**src/srom/srom_image.hex**
```
// One 64-bit ROM word per line, word index 0 first, upper half C0DE0000 plus index
C0DE00003F21FFFF
C0DE00013F21FFFE
C0DE00023F21FFFD
C0DE00033F21FFFC
C0DE00043F21FFFB
C0DE00053F21FFFA
C0DE00063F21FFF9
C0DE00073F21FFF8
C0DE00083F21FFF7
C0DE00093F21FFF6
C0DE000A3F21FFF5
C0DE000B3F21FFF4
C0DE000C3F21FFF3
C0DE000D3F21FFF2
C0DE000E3F21FFF1
C0DE000F3F21FFF0
C0DE00103F21FFEF
C0DE00113F21FFEE
C0DE00123F21FFED
C0DE00133F21FFEC
C0DE00143F21FFEB
C0DE00153F21FFEA
C0DE00163F21FFE9
C0DE00173F21FFE8
C0DE00183F21FFE7
C0DE00193F21FFE6
C0DE001A3F21FFE5
C0DE001B3F21FFE4
C0DE001C3F21FFE3
C0DE001D3F21FFE2
C0DE001E3F21FFE1
C0DE001F3F21FFE0
C0DE00203F21FFDF
C0DE00213F21FFDE
C0DE00223F21FFDD
C0DE00233F21FFDC
C0DE00243F21FFDB
C0DE00253F21FFDA
C0DE00263F21FFD9
C0DE00273F21FFD8
C0DE00283F21FFD7
C0DE00293F21FFD6
C0DE002A3F21FFD5
C0DE002B3F21FFD4
C0DE002C3F21FFD3
C0DE002D3F21FFD2
C0DE002E3F21FFD1
C0DE002F3F21FFD0
C0DE00303F21FFCF
C0DE00313F21FFCE
C0DE00323F21FFCD
C0DE00333F21FFCC
C0DE00343F21FFCB
C0DE00353F21FFCA
C0DE00363F21FFC9
C0DE00373F21FFC8
C0DE00383F21FFC7
C0DE00393F21FFC6
C0DE003A3F21FFC5
C0DE003B3F21FFC4
C0DE003C3F21FFC3
C0DE003D3F21FFC2
C0DE003E3F21FFC1
C0DE003F3F21FFC0

```
**src/common/srom_pkg.sv**
```systemverilog
// Shared sizes and AHB-Lite codes for the boot ROM subsystem
// ROM window starts at byte zero of the select region and spans SROM_BYTES
// Only full 64-bit word transfers exist in this design

`default_nettype none

package srom_pkg;

    //////////////////////////////////////////////////////////////////////
    // AHB-Lite bus widths
    //////////////////////////////////////////////////////////////////////

    // Data bus carries one full ROM word per beat
    localparam int AHB_DATA_W     = 64;

    // Byte address bus
    localparam int AHB_ADDR_W     = 32;

    // Low address bits that pick a byte inside one bus word
    localparam int AHB_BYTE_OFS_W = 3;

    //////////////////////////////////////////////////////////////////////
    // ROM geometry
    //////////////////////////////////////////////////////////////////////

    // Number of 64-bit words in the boot image
    localparam int SROM_DEPTH  = 64;

    // Word index width into the ROM
    localparam int SROM_ADDR_W = 6;

    // Size of the readable window in bytes
    localparam int SROM_BYTES  = SROM_DEPTH * (AHB_DATA_W / 8);

    //////////////////////////////////////////////////////////////////////
    // AHB-Lite encodings
    //////////////////////////////////////////////////////////////////////

    // HTRANS transfer types
    localparam logic [1:0] HTRANS_IDLE   = 2'b00;
    localparam logic [1:0] HTRANS_BUSY   = 2'b01;
    localparam logic [1:0] HTRANS_NONSEQ = 2'b10;
    localparam logic [1:0] HTRANS_SEQ    = 2'b11;

    // HRESP responses
    localparam logic HRESP_OKAY  = 1'b0;
    localparam logic HRESP_ERROR = 1'b1;

endpackage

`default_nettype wire
```
**src/hw/boot_rom_top.sv**
```systemverilog
// Boot ROM subsystem top with a single AHB-Lite subordinate
// hreadyout is looped back as hready since no other subordinate shares the bus
// hwdata is accepted on the port but never used

`timescale 1ns/1ps
`default_nettype none

module boot_rom_top import srom_pkg::*; (
    input  logic                  hclk,
    input  logic                  hreset_n,

    // Manager side address and control
    input  logic                  hsel_i,
    input  logic [AHB_ADDR_W-1:0] haddr_i,
    input  logic [1:0]            htrans_i,
    input  logic                  hwrite_i,

    // Write data kept for a complete AHB-Lite port list
    input  logic [AHB_DATA_W-1:0] hwdata_i,

    // Response back to the manager
    output logic                  hready_o,
    output logic                  hresp_o,
    output logic [AHB_DATA_W-1:0] hrdata_o
);

    //////////////////////////////////////////////////////////////////////
    // Internal wiring
    //////////////////////////////////////////////////////////////////////

    // Subordinate ready, also the bus-wide hready
    logic                   hreadyout;

    // Subordinate to ROM
    logic                   rom_cs;
    logic [SROM_ADDR_W-1:0] rom_addr;
    logic [AHB_DATA_W-1:0]  rom_rdata;

    // Single subordinate so its ready is the bus ready
    assign hready_o = hreadyout;

    // hwdata_i is left unconnected because the ROM cannot be written

    //////////////////////////////////////////////////////////////////////
    // AHB-Lite subordinate
    //////////////////////////////////////////////////////////////////////

    ahb_srom u_ahb_srom (
        .hclk        (hclk),
        .hreset_n    (hreset_n),
        .hsel_i      (hsel_i),
        .hready_i    (hreadyout),
        .htrans_i    (htrans_i),
        .hwrite_i    (hwrite_i),
        .haddr_i     (haddr_i),
        .hreadyout_o (hreadyout),
        .hresp_o     (hresp_o),
        .hrdata_o    (hrdata_o),
        .rom_cs_o    (rom_cs),
        .rom_addr_o  (rom_addr),
        .rom_rdata_i (rom_rdata)
    );

    //////////////////////////////////////////////////////////////////////
    // Boot image storage
    //////////////////////////////////////////////////////////////////////

    srom_array u_srom_array (
        .hclk     (hclk),
        .hreset_n (hreset_n),
        .cs_i     (rom_cs),
        .addr_i   (rom_addr),
        .rdata_o  (rom_rdata)
    );

endmodule

`default_nettype wire

```
**src/srom/ahb_srom.sv**
```systemverilog
// AHB-Lite read-only subordinate in front of a synchronous ROM
// Zero wait states on good reads, two-cycle ERROR on writes and out-of-window reads
// hsize, hburst, hprot and hmastlock are not looked at

`timescale 1ns/1ps
`default_nettype none

module ahb_srom import srom_pkg::*; (
    input  logic                   hclk,
    input  logic                   hreset_n,

    // AHB-Lite address phase
    input  logic                   hsel_i,
    input  logic                   hready_i,
    input  logic [1:0]             htrans_i,
    input  logic                   hwrite_i,
    input  logic [AHB_ADDR_W-1:0]  haddr_i,

    // AHB-Lite data phase response
    output logic                   hreadyout_o,
    output logic                   hresp_o,
    output logic [AHB_DATA_W-1:0]  hrdata_o,

    // ROM side
    output logic                   rom_cs_o,
    output logic [SROM_ADDR_W-1:0] rom_addr_o,
    input  logic [AHB_DATA_W-1:0]  rom_rdata_i
);

    //////////////////////////////////////////////////////////////////////
    // Address phase decode
    //////////////////////////////////////////////////////////////////////

    logic xfer_valid;
    logic in_window;
    logic bad_xfer;

    // First and second data cycle of an ERROR response
    logic err_first;
    logic err_second;

    // Only NONSEQ and SEQ with the bus ready count as a transfer
    // IDLE and BUSY fall through and see OKAY with ready high
    assign xfer_valid = hsel_i && hready_i &&
                        ((htrans_i == HTRANS_NONSEQ) || (htrans_i == HTRANS_SEQ));

    // Window begins at byte zero of the select region
    assign in_window = (haddr_i < AHB_ADDR_W'(SROM_BYTES));

    // ROM is read-only so any write is an error
    assign bad_xfer = xfer_valid && (hwrite_i || !in_window);

    //////////////////////////////////////////////////////////////////////
    // ROM strobe
    //////////////////////////////////////////////////////////////////////

    // Strobe in the address phase so the word is ready for the data phase
    assign rom_cs_o   = xfer_valid && !hwrite_i && in_window;

    // Drop the byte offset to get the word index
    assign rom_addr_o = haddr_i[AHB_BYTE_OFS_W +: SROM_ADDR_W];

    // ROM output register holds the word through the data phase
    assign hrdata_o   = rom_rdata_i;

    //////////////////////////////////////////////////////////////////////
    // Error sequencing
    //////////////////////////////////////////////////////////////////////

    // err_first marks the stalled cycle
    // err_second is the completing cycle right behind it
    always_ff @(posedge hclk or negedge hreset_n) begin
        if (!hreset_n) begin
            err_first  <= 1'b0;
            err_second <= 1'b0;
        end else begin
            err_first  <= bad_xfer;
            err_second <= err_first;
        end
    end

    //////////////////////////////////////////////////////////////////////
    // Response
    //////////////////////////////////////////////////////////////////////

    // Stall only in the first error cycle
    assign hreadyout_o = !err_first;

    // ERROR held for both cycles, OKAY otherwise
    assign hresp_o = (err_first || err_second) ? HRESP_ERROR : HRESP_OKAY;

    //////////////////////////////////////////////////////////////////////
    // Checks
    //////////////////////////////////////////////////////////////////////

    // ROM data only moves on a strobe, so hrdata holds between reads
    a_rdata_held: assert property (
        @(posedge hclk) disable iff (!hreset_n)
        !$past(rom_cs_o) |-> $stable(rom_rdata_i)
    ) else $error("ahb_srom: ROM data changed without a strobe");

    // A stall never lasts longer than one cycle
    a_no_double_stall: assert property (
        @(posedge hclk) disable iff (!hreadyout_o == 1'b0 && !hreset_n)
        !hreadyout_o |=> hreadyout_o
    ) else $error("ahb_srom: hreadyout low for two cycles");

    // Held address phase must not reach the ROM while stalled
    a_no_cs_in_stall: assert property (
        @(posedge hclk) disable iff (!hreset_n)
        !hreadyout_o |-> !rom_cs_o
    ) else $error("ahb_srom: rom_cs raised during an error stall");

endmodule

`default_nettype wire

```
**src/srom/srom_array.sv**
```systemverilog
// Synchronous-read boot ROM with one cycle read latency
// Contents come from srom/srom_image.hex relative to the simulation run directory
// Output register holds its value while cs is low

`timescale 1ns/1ps
`default_nettype none

module srom_array import srom_pkg::*; (
    input  logic                   hclk,
    input  logic                   hreset_n,

    // Read strobe and word index
    input  logic                   cs_i,
    input  logic [SROM_ADDR_W-1:0] addr_i,

    // Registered read data
    output logic [AHB_DATA_W-1:0]  rdata_o
);

    //////////////////////////////////////////////////////////////////////
    // Storage
    //////////////////////////////////////////////////////////////////////

    // One 64-bit word per entry
    logic [AHB_DATA_W-1:0] mem [SROM_DEPTH];

    // Boot image, one hex word per line
    initial begin
        $readmemh("/design/src/srom/srom_image.hex", mem);
    end

    //////////////////////////////////////////////////////////////////////
    // Read port
    //////////////////////////////////////////////////////////////////////

    // Word captured on the strobe edge
    // Reads zero until the first strobe after reset
    always_ff @(posedge hclk or negedge hreset_n) begin
        if (!hreset_n) begin
            rdata_o <= '0;
        end else if (cs_i) begin
            rdata_o <= mem[addr_i];
        end
    end

    //////////////////////////////////////////////////////////////////////
    // Checks
    //////////////////////////////////////////////////////////////////////

    // Strobed index must be fully driven by the subordinate
    a_addr_known: assert property (
        @(posedge hclk) disable iff (!hreset_n)
        cs_i |-> !$isunknown(addr_i)
    ) else $error("srom_array: unknown address with cs high");

endmodule

`default_nettype wire

```
**config.mk**
```make
export PLATFORM = sky130hd
export DESIGN_NAME = boot_rom_top
export DESIGN_NICKNAME = d
export VERILOG_FILES = /design/src/common/srom_pkg.sv /design/src/hw/boot_rom_top.sv /design/src/srom/ahb_srom.sv /design/src/srom/srom_array.sv
export SDC_FILE = /design/constraint.sdc
export NUM_CORES = 1
export LEC_CHECK = 0
export BUFFER_PORTS_ARGS = -buffer_cell sky130_fd_sc_hd__buf_4
export CAP_MARGIN = 10
export CORE_AREA = 2 2 64 66
export CTS_CLUSTER_DIAMETER = 100
export DETAILED_ROUTE_END_ITERATION = 12
export DIE_AREA = 0 0 66 68
export MAX_ROUTING_LAYER = met4
export PLACE_DENSITY = 0.93
export SLEW_MARGIN = 20
export SYNTH_ARGS = -nofsm -noshare
export SYNTH_HDL_FRONTEND = slang
export SYNTH_HIERARCHICAL = 1
export SYNTH_SLANG_ARGS = --single-unit
```
**constraint.sdc**
```tcl
create_clock -name hclk -period 2 [get_ports hclk]
set_input_delay 0.1 -clock hclk [delete_from_list [all_inputs] [get_ports hclk]]
set_output_delay 0.1 -clock hclk [all_outputs]
set_load 0.005 [all_outputs]
```
# == Yosys cells after proc, flatten, opt, wreduce, memory -nomap -nowiden ==
# Cells that the tools add are included.
# totals
ff_bits,66
input_bits,102
output_inout_bits,66
wordCells,18
# classes
n_lt_le_gt_ge,1
n_eq_ne,2
n_mux,1
reduce_logical,11
# op_table
operator,n
32-bit by 10-bit < comparator with 1-bit output (second input constant),1
1-bit logical AND,5
2-bit equality test (second input constant),2
1-bit zero test,3
1-bit logical OR,3
1-bit two-way mux,1

# == Depth between registers and ports, before layout ==
# Gate-level depths: netlist of the first run.
# logic_depth
word_depth,5
ltp_mapped,3
depth_no_buf,3

# == Modules after synthesis ==
# Netlist of the first run, hierarchy kept.
# by_module_without_submodules
mod,n_inst,cells_per_inst,area_each_um2,seq_area_each_um2
ahb_srom,1,85,664.4,50.0
srom_array,1,65,484.2,0.0

# == Worst setup path before layout of the first run ==
# No wires, ideal clock.
# synth_timing
kind,in2reg
from,input port haddr_i[18]
to,register u_ahb_srom.err_first
setup_ns,0.119
arrival_time_ns,0.689
required_ns,1.881
path_slack_ns,1.192
cell_stages,3
path_buffers,0
path_cell_list,nor4_1 nand4_1 o21ba_1
# synth_via
elab_chain_len,4
# synth_rtl
item,line,source
start: declaration,boot_rom_top.sv:14,"input logic [AHB_ADDR_W-1:0] haddr_i,"
32-bit by 10-bit < comparator with 1-bit output,ahb_srom.sv:48,assign in_window = (haddr_i < AHB_ADDR_W'(SROM_BYTES));
1-bit zero test,ahb_srom.sv:51,assign bad_xfer = xfer_valid && (hwrite_i || !in_window);
1-bit logical OR,ahb_srom.sv:51,
1-bit logical AND,ahb_srom.sv:51,
named net u_ahb_srom.bad_xfer,ahb_srom.sv:36,logic bad_xfer;
end signal: assignment,ahb_srom.sv:77,err_first <= bad_xfer;
end: declaration,ahb_srom.sv:39,logic err_first;
# The timed path passes the listed nets, and every way through them passes these cells.
# A chain may end at the register's enable or synchronous reset.

# == Worst setup path in the final report of the first run ==
# layout_timing
from,register u_ahb_srom.err_first
to,output port hresp_o
# layout_via
elab_chain_len,2
# layout_rtl
item,line,source
1-bit logical OR,ahb_srom.sv:90,assign hresp_o = (err_first || err_second) ? HRESP_ERROR : HRESP_OKAY;
1-bit two-way mux,ahb_srom.sv:90,
end: declaration,boot_rom_top.sv:23,"output logic hresp_o,"
# Every way passes these cells.

==> metrics, run 1 <==
Critical path origin=u_ahb_srom/err_first; Power Density=405.7 mW/mm2; total core area=0.003856 mm2; ANT cells=0; Net Switching=0.07257 mW; WL met3=267 um; Hold Path End=u_ahb_srom/err_first; fin nets=215; Avg WL per Cell=7.329 um; clock insertion delay at the later pin of the skew report=0.21 ns; CTS H-tree lvls=1; met2 wire length=675 um; gr usage total=4.301%; clk root buf=clkbuf_8; internal power=0.2117 mW; Max rail drop VDD=0.1099 mV; switching power share of the total=25.53%; worst hold start=haddr_i[26]; CTS Buffer Depth=2; post-layout minimum cycle time=1.126 ns; die width=66 um; via count=427; Core Rows=23; critical-path maximum fanout=3; setup tns final=0 ns; CTS sink cnt=2; CTS clk-pin slew, worst paths=0.03 ns; Critical Path RT=1.90 ns; final wirelength=1180 um; DIE HEIGHT=68 um; combinational share of power=29.7%; RSZ-0062 raised after global routing=no; worst hold path type=in -> reg; initial antenna violation count=0; hpwl dp=1022 um; post-route ant nets=0; Fmax=0.8883 GHz; max layer used=met4; 1st-pass router iterations=4; Crit Path Class=reg -> out; vias in the first global route=342; Max Cap Viol=0; post-CTS sizing=0; Synth Warn #=6; initial DRC count=9; Mapped Area=0.001094 mm2; DR DRC count=0; first-pass GRT wire length=1262 um; Post-CTS Setup Repair Bufs=0; Placer Congestion=0.5179; initial core utilization=28.36%; RR Endpoint=u_ahb_srom/err_first; hold depth=4; Area Growth Syn to Fin=-35.93%; CTS tree=done; register area=50.05 um2; Leak Pwr=0.4163 nW; CP Capture Type=output port; Fin. Hold Viols=0; endpoints failing setup=0; Finished Cell Area=700.7 um2; Post-Place Cell Area=649.4 um2; cts bufs inserted=3; Fill cells=431; type of origin of the critical path=flip-flop; Syn Inst Count=143; FF-to-FF path depth=3; Overflow after GRT=0; port bufs=29; die area=0.004488 mm2; Final period util=56.28%; multi-input logic area=315.3 um2; clock skew=0.002503 ns; register share of total power=15.5%; vias per cell=2.652; status=finished clean; WL met1=219 um; # IOs=168; clock share of power=54.8%; Total Power=0.2843 mW; R2R Path Start=u_ahb_srom/err_first; share of layout cells above drive strength 1=30.63%; CP arrival=1.03 ns; Syn Area/Cell=7.647 um2; Max Slew Vio Count=0; largest net degree at the start of global routing=4; R2R Setup Slk=1.19 ns
-- layout by cell type, fill, tap and decap left out, drive strengths merged --
cell type    count
dlygate4sd3      1
nand3            1
clkbuf           3
o21ba            1
dfrtp            2
nand4            1
or2              1
inv              1
conb            64
nor4             6
nand2            1
buf             29
-- state kept, by name, summed over array words and instances, names as in the netlist --
register	cells
u_ahb_srom/err_first	1
u_ahb_srom/err_second	1
-- layer usage --
layer	GRT usage, %	up-vias
li1	-	187
met1	1.469	175
met2	10.10	63
met3	1.809	2
met4	3.827	0
met5	-	-
-- cell type report --
class	instances	share of cell area, %
repair buffers	30	32.50
inverters	1	0.5357
clock buffers	3	5.893
well taps	50	8.929
multi-input cells	75	45.00
flip-flops and latches	2	7.143
-- what timing repair did --
item | in CTS | in global routing
hold buffers | 1 | 0
endpoints found under the hold margin | 2 | 0
endpoints found under the setup margin | 0 | 0
-- stage by stage --
step / util (%) / worst slack [ns] / instances / hold slack (ns)
floorplan: - / 1.246 / 206 / -0.1956
global placement: 16.84 / 1.020 / 157 / -0.1185
detailed placement: 16.84 / 0.9772 / 157 / -0.1158
finish: 18.17 / 0.8743 / 161 / 0.2189
CTS: 18.17 / 0.8757 / 161 / 0.2172
global route: 18.17 / 0.8542 / 161 / 0.2302
-- critical path: stages, from the launching register on --
cell and delay [ns]:
dfrtp_1 0.38, or2_2 0.30, buf_4 0.14
-- power by group through the flow --
stage          logic, mW  clock network [mW]  registers, mW
2_1_floorplan      0.213                   0         0.0440
3_3_place_gp      0.0791                   0         0.0443
3_5_place_dp      0.0803                   0         0.0443
4_1_cts           0.0822               0.160         0.0441
5_1_grt           0.0963               0.166         0.0443
6_report          0.0843               0.156         0.0442
-- worst max-delay path by stage --
stage | to | slack, ns | cells past startpoint
after global placement | u_ahb_srom/err_first | 1.02 | 4
after detailed placement | u_ahb_srom/err_first | 0.98 | 4
after floorplan | hresp_o | 1.25 | 1
after global routing | hresp_o | 0.85 | 2
final | hresp_o | 0.87 | 2
after CTS | hresp_o | 0.88 | 2
No activity file was read; power rests on OpenSTA's default activity.
==> inputs of run 2 (changes only) <==
Settings changed: ABC_AREA set to 1, CORE_AREA 2 2 64 66 to unset, CORE_UTILIZATION set to 28, DIE_AREA 0 0 66 68 to unset, PLACE_DENSITY 0.93 to 0.9.
Clock period 2 ns to 0.9 ns, I/O delays scaled along.
==> run 2 against run 1 <==
The flow now finishes with violations (negative setup slack). Via count grew 10%. Core utilization increased by 1.7 points. Synthesized cell count rose by 11%. Non-clock buffer count increased by 1. First-iteration DRC count decreased by 78%. Register-to-register slack worse by 1.1 ns. Sequential power is 120% higher. Die area shrank 4.8%. Sequential share of layout area decreased by 0.41 points. Combinational power up 140%. Largest cell class unchanged. Highest routed layer is now met3.
==> metrics, run 2 <==
Core Rows=22 (-4.3%); largest net degree at the start of global routing=3 (-1); final wirelength=899 um (-24%); vias in the first global route=287 (-16%); violated checks=negative setup slack; Hold Path End=u_ahb_srom/err_first; Power Density=858.9 mW/mm2 (+110%); Area Growth Syn to Fin=-33.93%; clk root buf=clkbuf_8; worst hold start=hsel_i; vias per cell=2.676 (+0.90%); clock skew=0.001428 ns (-0.001075 ns); post-route ant nets=0 (unchanged); Syn Inst Count=159 (+11%); post-layout minimum cycle time=0.9585 ns; setup ws final=-0.05851 ns (-0.9328 ns); clock insertion delay at the later pin of the skew report=0.20 ns (about the same); via count=471 (+10%); Finished Cell Area=743.2 um2 (+6.1%); CTS sink cnt=2 (unchanged); Post-Place Cell Area=678.2 um2 (+4.4%); Avg WL per Cell=5.108 um (-30%); CTS tree=done; Max Cap Viol=0 (unchanged); cts bufs inserted=3 (unchanged); final hold slack=0.1466 ns (-0.07239 ns); Max Slew Vio Count=0 (unchanged); CP max-delay cell=dfrtp_1; initial DRC count=2 (-7); CP arrival=0.91 ns (-0.12 ns); type of origin of the critical path=flip-flop; die area=0.004275 mm2 (-4.8%); worst hold path type=in -> reg; Overflow after GRT=0 (unchanged); first-pass GRT wire length=952 um (-25%); die width=65.38 um (-0.94%); endpoints failing setup=1 (+1); Syn Area/Cell=7.074 um2 (-7.5%); # IOs=168 (unchanged); port bufs=29 (unchanged); Leak Pwr=0.4606 nW (+11%); Mapped Area=0.001125 mm2 (+2.9%); 1st-pass router iterations=2 (-2); hpwl dp=812.6 um (-20%); Crit Path Class=reg -> out; CTS H-tree lvls=1 (unchanged); status=complete, but fails checks; largest registers=u_ahb_srom/err_first (1), u_ahb_srom/err_second (1); DIE HEIGHT=65.38 um (-3.9%); ANT cells=0 (unchanged); R2R Setup Slk=0.10 ns (-1.09 ns); total core area=0.003744 mm2 (-2.9%); initial core utilization=30.05% (+1.7 points); Max rail drop VDD=0.2496 mV (+130%); fin nets=232 (+7.9%); most frequent cells in the layout=64 x conb_1, 29 x buf_4, 15 x nor2_1; Critical Path RT=0.85 ns (-1.05 ns); FF-to-FF path depth=6 (+3); Fmax=1.043 GHz; share of layout cells above drive strength 1=27.34% (-3.3 points); Crit path largest cell delay=0.35 ns (-0.03 ns); Total Power=0.6384 mW (+120%); Post-Route Utilization=19.85% (+1.7 points); Placer Congestion=0.5530 (+6.8%); CTS clk-pin slew, worst paths=0.03 ns (about the same); DR DRC count=0 (unchanged); R2R Path Start=u_ahb_srom/err_first; Fin. Hold Viols=0 (unchanged); Fill cells=434 (+0.70%); RR Endpoint=u_ahb_srom/err_first; RSZ-0062 raised after global routing=yes; CTS Buffer Depth=2 (unchanged); CP Capture Type=output port; Synth Warn #=6 (unchanged); Critical Path, Cell by Cell=or2_4 > buf_6; gr usage total=3.166% (-1.1 points); most common cell after layout, fill and taps aside=conb_1; critical-path maximum fanout=1 (-2); initial antenna violation count=0 (unchanged); Final period util=106.5%; hold depth=5 (+1)
-- run 2: report_power, final --
part           total, mW  internal [mW]  switching, mW
Sequential        0.0974         0.0956        0.00184
Clock              0.339          0.282         0.0575
Combinational      0.202          0.103         0.0986
-- run 2: worst max-delay path, delay by kind of cell, from the launching register on --
kind	cells	cell delay, ns
simple gates	1	0.25
buf+inv	1	0.11
flops	1	0.35
-- run 2: metal layers --
| layer | track usage (%) | part of all wire (%) | up-vias |
|---|---|---|---|
| met4 | 1.630 | 0 | 0 |
| met2 | 7.990 | 57 | 55 |
| met5 | - | 0 | - |
| li1 | - | - | 222 |
| met3 | 1.215 | 22 | 0 |
| met1 | 1.036 | 21 | 194 |
-- run 2: timing repair --
action | in CTS | in global routing
endpoints found under the hold margin | 2 | 0
hold buffers | 1 | 0
gates resized for setup | 3 | 0
setup endpoints to repair | 1 | 2
buffers inserted | 1 | 0
pin swaps | 1 | 0
-- run 2: per-stage QoR --
| stage | setup TNS [ns] | setup slack (ns) | cells |
|---|---|---|---|
| after floorplan | 0 | 0.2007 | 222 |
| after global placement | 0 | 0.06830 | 171 |
| after detailed placement | 0 | 0.04586 | 171 |
| after CTS | -0.06211 | -0.06211 | 176 |
| after global routing | -0.1222 | -0.08774 | 176 |
| final | -0.05851 | -0.05851 | 176 |
-- run 2: worst max path at each step --
stage | from | endpoint | slack, ns | cells after the start
detailed placement | u_ahb_srom/err_first | hresp_o | 0.05 | 2
finish | u_ahb_srom/err_second | hresp_o | -0.06 | 2
global placement | u_ahb_srom/err_first | hresp_o | 0.07 | 2
CTS | u_ahb_srom/err_second | hresp_o | -0.06 | 2
global route | u_ahb_srom/err_first | hresp_o | -0.09 | 2
floorplan | u_ahb_srom/err_first | hresp_o | 0.20 | 1
-- run 2: cell type report --
class	count	area (um2)	area share, %
repair buffers	31	239.0	32.15
flip-flops and latches	2	50.05	6.734
inverters	3	11.26	1.515
multi-input cells	89	341.6	45.96
well taps	48	60.06	8.081
clock buffers	3	41.29	5.556
